File: src/include/nand_defs.svh
// Bus timing is counted in clk cycles and each value must be at least 1.
// The ID length and the Wishbone widths are fixed by the register map.
`ifndef NAND_DEFS_SVH
`define NAND_DEFS_SVH

// ****************************************
// NAND bus timing
// ****************************************

// Cycles before, during and after each active-low strobe pulse.
`define NAND_T_SETUP 2
`define NAND_T_PULSE 3
`define NAND_T_HOLD 2

// Status reads allowed before the sequencer gives up on the device.
`define NAND_POLL_MAX 16

// Number of ID bytes read after the address cycle.
`define NAND_ID_BYTES 4

// ****************************************
// Wishbone
// ****************************************
`define WB_ADR_W 4
`define WB_DAT_W 32

`endif

File: src/hdl/nand_pkg.sv
// Bus-cycle and pin types for a raw 8-bit NAND device.
// Only the reset, status and read-ID commands are defined.
package nand_pkg;

    typedef enum logic [1:0] {
        CYC_CMD  = 2'd0,
        CYC_ADDR = 2'd1,
        CYC_READ = 2'd2
    } cycle_kind_t;

    // One bus cycle request. The data byte is ignored for reads.
    typedef struct packed {
        cycle_kind_t kind;
        logic [7:0]  data;
    } nand_cycle_t;

    typedef struct packed {
        logic       ce_n;
        logic       cle;
        logic       ale;
        logic       we_n;
        logic       re_n;
        logic       dq_oe;
        logic [7:0] dq_out;
    } nand_pins_t;

    localparam logic [7:0] CMD_RESET   = 8'hff;
    localparam logic [7:0] CMD_STATUS  = 8'h70;
    localparam logic [7:0] CMD_READ_ID = 8'h90;

    // Ready bit of the status byte.
    localparam int STATUS_RDY_BIT = 6;

    // Pin levels while no bus cycle is in progress.
    localparam nand_pins_t PINS_IDLE = '{
        ce_n:   1'b1,
        cle:    1'b0,
        ale:    1'b0,
        we_n:   1'b1,
        re_n:   1'b1,
        dq_oe:  1'b0,
        dq_out: 8'h00
    };

endpackage

File: src/hdl/wb_pkg.sv
// Wishbone classic bus types and the register map of the ID reader.
`include "nand_defs.svh"

package wb_pkg;

    typedef struct packed {
        logic                 cyc;
        logic                 stb;
        logic                 we;
        logic [`WB_ADR_W-1:0] adr;
        logic [`WB_DAT_W-1:0] dat;
    } wb_req_t;

    typedef struct packed {
        logic                 ack;
        logic [`WB_DAT_W-1:0] dat;
    } wb_rsp_t;

    localparam logic [`WB_ADR_W-1:0] REG_CTRL   = `WB_ADR_W'd0;
    localparam logic [`WB_ADR_W-1:0] REG_STATUS = `WB_ADR_W'd1;
    localparam logic [`WB_ADR_W-1:0] REG_ID     = `WB_ADR_W'd2;

    // Field positions inside REG_CTRL and REG_STATUS.
    localparam int CTRL_START_BIT   = 0;
    localparam int CTRL_ID_LSB      = 8;
    localparam int STAT_BUSY_BIT    = 0;
    localparam int STAT_DONE_BIT    = 1;
    localparam int STAT_TIMEOUT_BIT = 2;
    localparam int STAT_BYTE_LSB    = 8;

endpackage

File: src/hdl/nand_phy.sv
// Runs one NAND bus cycle at a time with fixed setup, pulse and hold counts.
// Read data is sampled on the last cycle of the re_n pulse.
`timescale 1ns/1ps
`include "nand_defs.svh"

module nand_phy (
    input  logic                  clk,
    input  logic                  arst_n,
    input  logic                  cyc_valid,
    input  nand_pkg::nand_cycle_t cyc,
    output logic                  cyc_ready,
    output logic                  done,
    output logic [7:0]            rd_data,
    output nand_pkg::nand_pins_t  nand_pins,
    input  logic [7:0]            dq_in
);

    localparam int T_SETUP   = `NAND_T_SETUP;
    localparam int PULSE_END = T_SETUP + `NAND_T_PULSE;
    localparam int T_TOTAL   = PULSE_END + `NAND_T_HOLD;
    localparam int CNT_W     = $clog2(T_TOTAL + 1);

    logic                  active_q;
    logic [CNT_W-1:0]      cnt_q;
    nand_pkg::nand_cycle_t cur_q;
    logic [7:0]            rd_data_q;
    logic                  in_pulse;
    logic                  last_pulse;
    logic                  last_cnt;
    logic                  is_read;

    assign in_pulse   = active_q && (cnt_q >= CNT_W'(T_SETUP)) && (cnt_q < CNT_W'(PULSE_END));
    assign last_pulse = active_q && (cnt_q == CNT_W'(PULSE_END - 1));
    assign last_cnt   = active_q && (cnt_q == CNT_W'(T_TOTAL - 1));
    assign is_read    = (cur_q.kind == nand_pkg::CYC_READ);

    assign cyc_ready = !active_q;
    assign done      = last_cnt;
    assign rd_data   = rd_data_q;

    // Phase counter. It runs from acceptance until the last hold cycle.
    always_ff @(posedge clk or negedge arst_n) begin
        if (!arst_n) begin
            active_q <= 1'b0;
            cnt_q    <= '0;
        end else if (cyc_valid && cyc_ready) begin
            active_q <= 1'b1;
            cnt_q    <= '0;
        end else if (active_q) begin
            if (last_cnt) begin
                active_q <= 1'b0;
            end
            cnt_q <= cnt_q + 1'b1;
        end
    end

    always_ff @(posedge clk) begin
        if (cyc_valid && cyc_ready) begin
            cur_q <= cyc;
        end
        if (last_pulse && is_read) begin
            rd_data_q <= dq_in;
        end
    end

    // ****************************************
    // Pin decode
    // ****************************************

    // Latch enables and chip enable cover the whole cycle, so the strobe
    // edges always see stable control and data lines.
    always_comb begin
        nand_pins = nand_pkg::PINS_IDLE;
        if (active_q) begin
            nand_pins.ce_n   = 1'b0;
            nand_pins.cle    = (cur_q.kind == nand_pkg::CYC_CMD);
            nand_pins.ale    = (cur_q.kind == nand_pkg::CYC_ADDR);
            nand_pins.dq_oe  = !is_read;
            nand_pins.dq_out = cur_q.data;
            nand_pins.we_n   = !(in_pulse && !is_read);
            nand_pins.re_n   = !(in_pulse && is_read);
        end
    end

    // The requester keeps one cycle in flight and waits for done.
    a_req_when_idle: assert property (@(posedge clk) disable iff (!arst_n)
        active_q |-> !cyc_valid);

endmodule

File: src/hdl/nand_id_seq.sv
// Runs reset, status polling and read-ID as a chain of single bus cycles.
// A start pulse is only taken while idle; the ID address is latched then.
`timescale 1ns/1ps
`include "nand_defs.svh"

module nand_id_seq (
    input  logic                  clk,
    input  logic                  arst_n,
    input  logic                  start,
    input  logic [7:0]            id_addr,
    output logic                  busy,
    output logic                  byte_valid,
    output logic [1:0]            byte_idx,
    output logic [7:0]            byte_data,
    output logic                  finish,
    output logic                  timeout,
    output logic [7:0]            status_byte,
    output logic                  cyc_valid,
    output nand_pkg::nand_cycle_t cyc,
    input  logic                  cyc_ready,
    input  logic                  done,
    input  logic [7:0]            rd_data
);

    localparam int POLL_W = $clog2(`NAND_POLL_MAX + 1);

    typedef enum logic [2:0] {
        ST_IDLE,
        ST_RESET,
        ST_POLL,
        ST_ID,
        ST_READ
    } state_t;

    state_t            state_q;
    logic              step_q;
    logic              wait_q;
    logic [POLL_W-1:0] poll_q;
    logic [1:0]        idx_q;
    logic              finish_q;
    logic              timeout_q;
    logic [7:0]        addr_q;
    logic [7:0]        status_q;
    logic              ready_bit;

    assign ready_bit = rd_data[nand_pkg::STATUS_RDY_BIT];

    assign busy        = (state_q != ST_IDLE) || finish_q;
    assign byte_valid  = done && (state_q == ST_READ);
    assign byte_idx    = idx_q;
    assign byte_data   = rd_data;
    assign finish      = finish_q;
    assign timeout     = timeout_q;
    assign status_byte = status_q;
    assign cyc_valid   = (state_q != ST_IDLE) && !wait_q;

    // POLL and ID each take two bus cycles, told apart by step_q.
    always_comb begin
        cyc = '{kind: nand_pkg::CYC_CMD, data: nand_pkg::CMD_RESET};
        case (state_q)
            ST_POLL: begin
                if (step_q) begin
                    cyc = '{kind: nand_pkg::CYC_READ, data: 8'h00};
                end else begin
                    cyc = '{kind: nand_pkg::CYC_CMD, data: nand_pkg::CMD_STATUS};
                end
            end
            ST_ID: begin
                if (step_q) begin
                    cyc = '{kind: nand_pkg::CYC_ADDR, data: addr_q};
                end else begin
                    cyc = '{kind: nand_pkg::CYC_CMD, data: nand_pkg::CMD_READ_ID};
                end
            end
            ST_READ: cyc = '{kind: nand_pkg::CYC_READ, data: 8'h00};
            default: ;
        endcase
    end

    always_ff @(posedge clk or negedge arst_n) begin
        if (!arst_n) begin
            state_q   <= ST_IDLE;
            step_q    <= 1'b0;
            wait_q    <= 1'b0;
            poll_q    <= '0;
            idx_q     <= '0;
            finish_q  <= 1'b0;
            timeout_q <= 1'b0;
        end else begin
            finish_q <= 1'b0;
            if (cyc_valid && cyc_ready) begin
                wait_q <= 1'b1;
            end else if (done) begin
                wait_q <= 1'b0;
            end
            case (state_q)
                ST_IDLE: begin
                    if (start && !finish_q) begin
                        state_q   <= ST_RESET;
                        step_q    <= 1'b0;
                        poll_q    <= '0;
                        idx_q     <= '0;
                        timeout_q <= 1'b0;
                    end
                end
                ST_RESET: begin
                    if (done) begin
                        state_q <= ST_POLL;
                    end
                end
                ST_POLL: begin
                    if (done) begin
                        step_q <= !step_q;
                        if (step_q && ready_bit) begin
                            state_q <= ST_ID;
                        end else if (step_q && (poll_q == POLL_W'(`NAND_POLL_MAX - 1))) begin
                            // Give up and skip the ID phase.
                            state_q   <= ST_IDLE;
                            finish_q  <= 1'b1;
                            timeout_q <= 1'b1;
                        end else if (step_q) begin
                            poll_q <= poll_q + 1'b1;
                        end
                    end
                end
                ST_ID: begin
                    if (done) begin
                        step_q <= !step_q;
                        if (step_q) begin
                            state_q <= ST_READ;
                        end
                    end
                end
                ST_READ: begin
                    if (done) begin
                        idx_q <= idx_q + 1'b1;
                        if (idx_q == 2'(`NAND_ID_BYTES - 1)) begin
                            state_q  <= ST_IDLE;
                            finish_q <= 1'b1;
                        end
                    end
                end
                default: state_q <= ST_IDLE;
            endcase
        end
    end

    always_ff @(posedge clk) begin
        if ((state_q == ST_IDLE) && start && !finish_q) begin
            addr_q <= id_addr;
        end
        if (done && (state_q == ST_POLL) && step_q) begin
            status_q <= rd_data;
        end
    end

    // The phy may only answer a cycle that is in flight.
    a_done_in_flight: assert property (@(posedge clk) disable iff (!arst_n)
        done |-> wait_q);

endmodule

File: src/hdl/nand_wb_regs.sv
// Wishbone classic slave with one wait state on every access.
// REG_STATUS and REG_ID are read only; writes to them are acknowledged.
`timescale 1ns/1ps
`include "nand_defs.svh"

module nand_wb_regs (
    input  logic            clk,
    input  logic            arst_n,
    input  wb_pkg::wb_req_t wb_req,
    output wb_pkg::wb_rsp_t wb_rsp,
    output logic            start,
    output logic [7:0]      id_addr,
    input  logic            busy,
    input  logic            byte_valid,
    input  logic [1:0]      byte_idx,
    input  logic [7:0]      byte_data,
    input  logic            finish,
    input  logic            timeout,
    input  logic [7:0]      status_byte
);

    logic                 ack_q;
    logic [`WB_DAT_W-1:0] rdata_q;
    logic [`WB_DAT_W-1:0] rd_mux;
    logic                 start_q;
    logic [7:0]           id_addr_q;
    logic                 done_q;
    logic                 timeout_q;
    logic [7:0]           status_q;
    logic [`WB_DAT_W-1:0] id_q;
    logic                 req;
    logic                 wr_ctrl;

    // A new access is taken only when no ack is out.
    assign req     = wb_req.cyc && wb_req.stb && !ack_q;
    assign wr_ctrl = req && wb_req.we && (wb_req.adr == wb_pkg::REG_CTRL);

    assign wb_rsp  = '{ack: ack_q, dat: rdata_q};
    assign start   = start_q;
    assign id_addr = id_addr_q;

    always_comb begin
        rd_mux = '0;
        case (wb_req.adr)
            wb_pkg::REG_CTRL: rd_mux[wb_pkg::CTRL_ID_LSB +: 8] = id_addr_q;
            wb_pkg::REG_STATUS: begin
                rd_mux[wb_pkg::STAT_BUSY_BIT]      = busy;
                rd_mux[wb_pkg::STAT_DONE_BIT]      = done_q;
                rd_mux[wb_pkg::STAT_TIMEOUT_BIT]   = timeout_q;
                rd_mux[wb_pkg::STAT_BYTE_LSB +: 8] = status_q;
            end
            wb_pkg::REG_ID: rd_mux = id_q;
            default: ;
        endcase
    end

    always_ff @(posedge clk or negedge arst_n) begin
        if (!arst_n) begin
            ack_q     <= 1'b0;
            rdata_q   <= '0;
            start_q   <= 1'b0;
            id_addr_q <= '0;
            done_q    <= 1'b0;
            timeout_q <= 1'b0;
            status_q  <= '0;
            id_q      <= '0;
        end else begin
            ack_q   <= req;
            start_q <= wr_ctrl && wb_req.dat[wb_pkg::CTRL_START_BIT];
            if (wr_ctrl) begin
                id_addr_q <= wb_req.dat[wb_pkg::CTRL_ID_LSB +: 8];
            end
            if (req && !wb_req.we) begin
                rdata_q <= rd_mux;
            end
            // Flags clear only on a start the sequencer takes.
            if (start_q && !busy) begin
                done_q    <= 1'b0;
                timeout_q <= 1'b0;
            end
            if (finish) begin
                done_q    <= 1'b1;
                timeout_q <= timeout;
                status_q  <= status_byte;
            end
            if (byte_valid) begin
                id_q[{byte_idx, 3'b000} +: 8] <= byte_data;
            end
        end
    end

    // ID bytes may only arrive while a run is in progress.
    a_byte_in_run: assert property (@(posedge clk) disable iff (!arst_n)
        byte_valid |-> busy);

endmodule

File: src/hdl/nand_id_top.sv
// NAND ID reader with a Wishbone classic register port.
// The host starts a run through REG_CTRL and polls REG_STATUS for done.
`timescale 1ns/1ps

module nand_id_top (
    input  logic                 clk,
    input  logic                 arst_n,
    input  wb_pkg::wb_req_t      wb_req,
    output wb_pkg::wb_rsp_t      wb_rsp,
    output nand_pkg::nand_pins_t nand_pins,
    input  logic [7:0]           dq_in
);

    logic                  start;
    logic [7:0]            id_addr;
    logic                  busy;
    logic                  byte_valid;
    logic [1:0]            byte_idx;
    logic [7:0]            byte_data;
    logic                  finish;
    logic                  timeout;
    logic [7:0]            status_byte;
    logic                  cyc_valid;
    nand_pkg::nand_cycle_t cyc;
    logic                  cyc_ready;
    logic                  done;
    logic [7:0]            rd_data;

    nand_wb_regs i_regs (
        .clk         (clk),
        .arst_n      (arst_n),
        .wb_req      (wb_req),
        .wb_rsp      (wb_rsp),
        .start       (start),
        .id_addr     (id_addr),
        .busy        (busy),
        .byte_valid  (byte_valid),
        .byte_idx    (byte_idx),
        .byte_data   (byte_data),
        .finish      (finish),
        .timeout     (timeout),
        .status_byte (status_byte)
    );

    nand_id_seq i_seq (
        .clk         (clk),
        .arst_n      (arst_n),
        .start       (start),
        .id_addr     (id_addr),
        .busy        (busy),
        .byte_valid  (byte_valid),
        .byte_idx    (byte_idx),
        .byte_data   (byte_data),
        .finish      (finish),
        .timeout     (timeout),
        .status_byte (status_byte),
        .cyc_valid   (cyc_valid),
        .cyc         (cyc),
        .cyc_ready   (cyc_ready),
        .done        (done),
        .rd_data     (rd_data)
    );

    nand_phy i_phy (
        .clk       (clk),
        .arst_n    (arst_n),
        .cyc_valid (cyc_valid),
        .cyc       (cyc),
        .cyc_ready (cyc_ready),
        .done      (done),
        .rd_data   (rd_data),
        .nand_pins (nand_pins),
        .dq_in     (dq_in)
    );

endmodule

File: config.mk
export PLATFORM = sky130hd
export DESIGN_NAME = nand_id_top
export DESIGN_NICKNAME = d
export VERILOG_FILES = /design/src/hdl/nand_pkg.sv /design/src/hdl/wb_pkg.sv /design/src/hdl/nand_phy.sv /design/src/hdl/nand_id_seq.sv /design/src/hdl/nand_wb_regs.sv /design/src/hdl/nand_id_top.sv
export VERILOG_INCLUDE_DIRS = /design/src /design/src/include
export SDC_FILE = /design/constraint.sdc
export NUM_CORES = 1
export LEC_CHECK = 0
export BUFFER_PORTS_ARGS = -buffer_cell sky130_fd_sc_hd__clkbuf_2
export CORE_MARGIN = 4
export CORE_UTILIZATION = 30
export CTS_CLUSTER_DIAMETER = 150
export DETAILED_ROUTE_END_ITERATION = 6
export PLACE_DENSITY_LB_ADDON = 0.2
export SETUP_SLACK_MARGIN = 0.4
export SKIP_CTS_REPAIR_TIMING = 1
export SLEW_MARGIN = 20
export SYNTH_ARGS = -nofsm -noshare
export SYNTH_HDL_FRONTEND = slang
export SYNTH_SLANG_ARGS = --single-unit
File: constraint.sdc
create_clock -name clk -period 3.05 [get_ports clk]
set_input_delay 0.305 -clock clk [delete_from_list [all_inputs] [get_ports clk]]
set_output_delay 0.305 -clock clk [all_outputs]
set_load 0.01 [all_outputs]
==> impl_summary.txt <==
----------------------------------------------------
[Run status]
  Result of the run ... completed

[Route]
  DRC Markers ... 0
  Overall via count from detail_route ... 4182
  WL per Instance ... 15.9 um
  Final wirelength ... 13.9 mm
  Drt initial violations ... 232
  Vias per std cell ... 4.76
  Count of nets left with antenna violations after detail routing ... 0
  Number of detailed-route iterations in the first pass ... 5

[Critical path]
  Worst path cell trace ... ha_1, and3_1, ha_1, o211a_4, a2111oi_4, a21boi_4, mux2_4
  Stage delay of the slowest cell on the critical path ... 400 ps
  CP Data Arrival Time ... 2750 ps
  Minimum setup slack among reg-to-reg paths ... 600 ps
  Worst Setup End Kind ... flop
  CP most frequent cell ... sky130_fd_sc_hd__ha_1
  Critical Path Source ... i_seq.poll_q[0]$_DFFE_PN0P_
  Req. time, crit path ... 3350 ps
  Critical R2R Launch ... i_seq.poll_q[0]$_DFFE_PN0P_
  Delay-heaviest family, CP ... compound AO/OA/AOI/OAI gates
  Critical Path Source Type ... flop
  Maximum net fanout on the critical path ... 4
  Critical path buffers and inverters ... 0
  Path type of the worst setup path ... reg2reg
  Slowest cell on the critical path ... sky130_fd_sc_hd__dfrtp_1
  Reg2reg path depth ... 7
  Reg-to-reg critical path endpoint ... i_seq.poll_q[1]$_DFFE_PN0P_

[STA]
  Clock skew after layout ... 7.68 ps
  Post-route clock period utilization ... 0.804
  Final hold slack ... 18.9 ps
  Hold Fails Final Rpt ... 0
  Final setup slack of the worst path ... 598 ps
  RSZ-0062 raised after global routing ... false
  Fmax achieved ... 408 MHz
  Worst Tran Pin Value ... 1020 ps
  Total Neg Setup Slack ... 0 ps
  Slew headroom ... 0.316
  Final Max Slew Viols ... 0
  Setup Viol. Count Final ... 0
  Clock period minus final worst setup slack ... 2450 ps

[Yosys]
  Post-synth top flop ... sky130_fd_sc_hd__dfrtp_1
  Syn_area_per_cell ... 11.0 um2
  Net Count, Synth ... 591
  Total of flip-flops plus latches after synthesis ... 136
  Count of synthesis-stage warnings from yosys ... 0
  Synthesized-area fraction occupied by xor and xnor cells ... 0.00149
  Multiplexer share of the synthesized area ... 0.0412
  Library cells used by synthesis ... 50
  Compound-cell area share of the yosys netlist ... 0.113
  Number of synthesized flops with an enable pin ... 34
  Synth Area in Simple Gates ... 0.170
  Seq/Total Area, Yosys ... 0.610
  Mapped Cells ... 531
  Largest family of logic cells by synthesized area ... simple AND/OR/NAND/NOR gates
  Post-synthesis instance area ... 5860 um2
  Adder-cell share of the synthesized area ... 0.0235
  Post-synth ARST share ... 0.750

[Die]
  Die height ... 148 um
  Die Area ... 21800 um2
  Site row count ... 50
  Starting Density ... 0.309
  Die X-Extent ... 148 um
  Core region area ... 19000 um2
  Number of primary I/O pins ... 96

[Placed design]
  Worst Setup Slack post-DPL ... 620 ps
  Number of placed cells counting well taps ... 846
  Gp weighted congestion ... 0.796
  # port buffers ... 72
  HPWL reported at the end of detailed placement ... 9.93 mm

[Global routing]
  Largest net degree at the start of global routing ... 70
  Via count of the first global-routing pass ... 4325
  Leftover overflow at the end of global routing ... 0
  Aggregate global-route resource usage ... 0.132
  Number of antenna violations at the first check in global routing ... 0
  Global-route wire length before repair ... 22.8 mm

[Cells and area]
  Ratio of cells with drive above 1 in the final layout ... 0.241
  Commonest cells after routing, fill and taps aside ... 122 x sky130_fd_sc_hd__nand2_1, 102 x sky130_fd_sc_hd__dfrtp_1, 71 x sky130_fd_sc_hd__clkbuf_2
  # nets final ... 665
  Signed area change from the synthesized netlist to the final layout ... 21.5%
  Commonest non-fill, non-tap cell in the layout ... sky130_fd_sc_hd__nand2_1
  Number of diodes ... 0
  Final Non-Filler Cells ... 878

[Power and ir drop]
  Design Power ... 5.03 mW
  Pwr Density ... 707 nW/um2
  VDD IR max ... 0.406 mV
  Leakage power of the design ... 3.21 nW

[Flow run]
  Max-capacitance violation count ... 0

[Clocking]
  Max clock buf depth ... 2
  Clock transition at path regs ... 60 ps
  Max H-tree Level ... 4
  Clock sink total ... 136
  Inserted Clock Buffers ... 17
  Clock latency at the later pin of the worst-skew pair ... 410 ps
  Clock root buffer master ... sky130_fd_sc_hd__clkbuf_16
  TritonCTS clock tree ... done

[Hold path]
  Path type of the worst min-delay path ... in2async

----------------------------------------------------
## per-layer routing
layer,vias up,wire length (um),track usage
li1,2014,-,-
met1,2051,6320,0.172
met2,94,6720,0.213
met3,23,603,0.0362
met4,0,279,0.0480
met5,-,0,0
## through the flow
stage	cell area (um2)	util
2_1_floorplan	5860	-
3_3_place_gp	6500	0.343
3_5_place_dp	6500	0.343
4_1_cts	7120	0.376
5_1_grt	7120	0.376
6_report	7120	0.376
## Yosys cell counts (all sizes together) (3+ instances only)
cell	n	area [um2]
a21oi	13	65.1
nor3	7	35.0
a221oi	3	26.3
a211oi	3	22.5
clkbuf	12	45.0
nor3b	3	27.5
inv	14	52.6
a22o	3	26.3
nand2	122	458
dfrtp	102	2550
nand2b	4	27.5
mux2	19	221
nor2	22	82.6
a31oi	5	31.3
ha	11	138
nand3	33	165
a222oi	8	80.1
and3	5	31.3
a21o	4	30.0
buf	20	139
edfxtp	34	1020
o21ai	45	225
a2111oi	3	45.1
nor4	3	33.8
and2	10	62.6
## cells by family (layout without fill, tap and decap cells)
family / Yosys count / in the layout
simple gates: 218 / 218
flops: 136 / 136
compound gates: 98 / 98
buf+inv: 46 / 133
mux: 21 / 21
fa+ha+maj: 11 / 11
xor+xnor: 1 / 1
## registers in the layout, indices dropped and copies added (netlist names), 2 cells and up
name               cells
i_seq.byte_idx         2
i_regs.id_q           32
i_regs.status_q        8
i_seq.addr_q           8
i_regs.id_addr         8
i_seq.poll_q           5
i_phy.cnt_q            3
i_phy.cur_q           10
i_seq.status_byte      8
i_regs.rdata_q        32
i_seq.state_q          3
i_phy.rd_data          8
## cell type report
type                            count  area, um2
Fill cell                        1864      11800
Sequential cell                   136       3570
Multi-Input combinational cell    349       2070
Timing Repair Buffer               87        475
Clock buffer                       18        450
Tap cell                          260        325
Clock inverter                     14        171
Inverter                           14       52.6
## where the power goes
group,switching (mW),internal (mW),leakage (nW)
clock network,0.786,1.34,0.294
logic,0.404,0.328,1.21
registers,0.157,2.02,1.70
total,1.35,3.68,3.21
## how the worst max path moves through the flow
stage / to / slack, ps / cells past startpoint
after floorplan: i_seq.poll_q[1]$_DFFE_PN0P_ / 770 / 7
after global placement: i_seq.poll_q[1]$_DFFE_PN0P_ / 640 / 7
after detailed placement: i_seq.poll_q[4]$_DFFE_PN0P_ / 620 / 7
after CTS: i_seq.poll_q[1]$_DFFE_PN0P_ / 600 / 7
after global routing: i_seq.poll_q[1]$_DFFE_PN0P_ / 510 / 7
final: i_seq.poll_q[1]$_DFFE_PN0P_ / 600 / 7
Note: power is estimated with default switching activity, not from simulation.
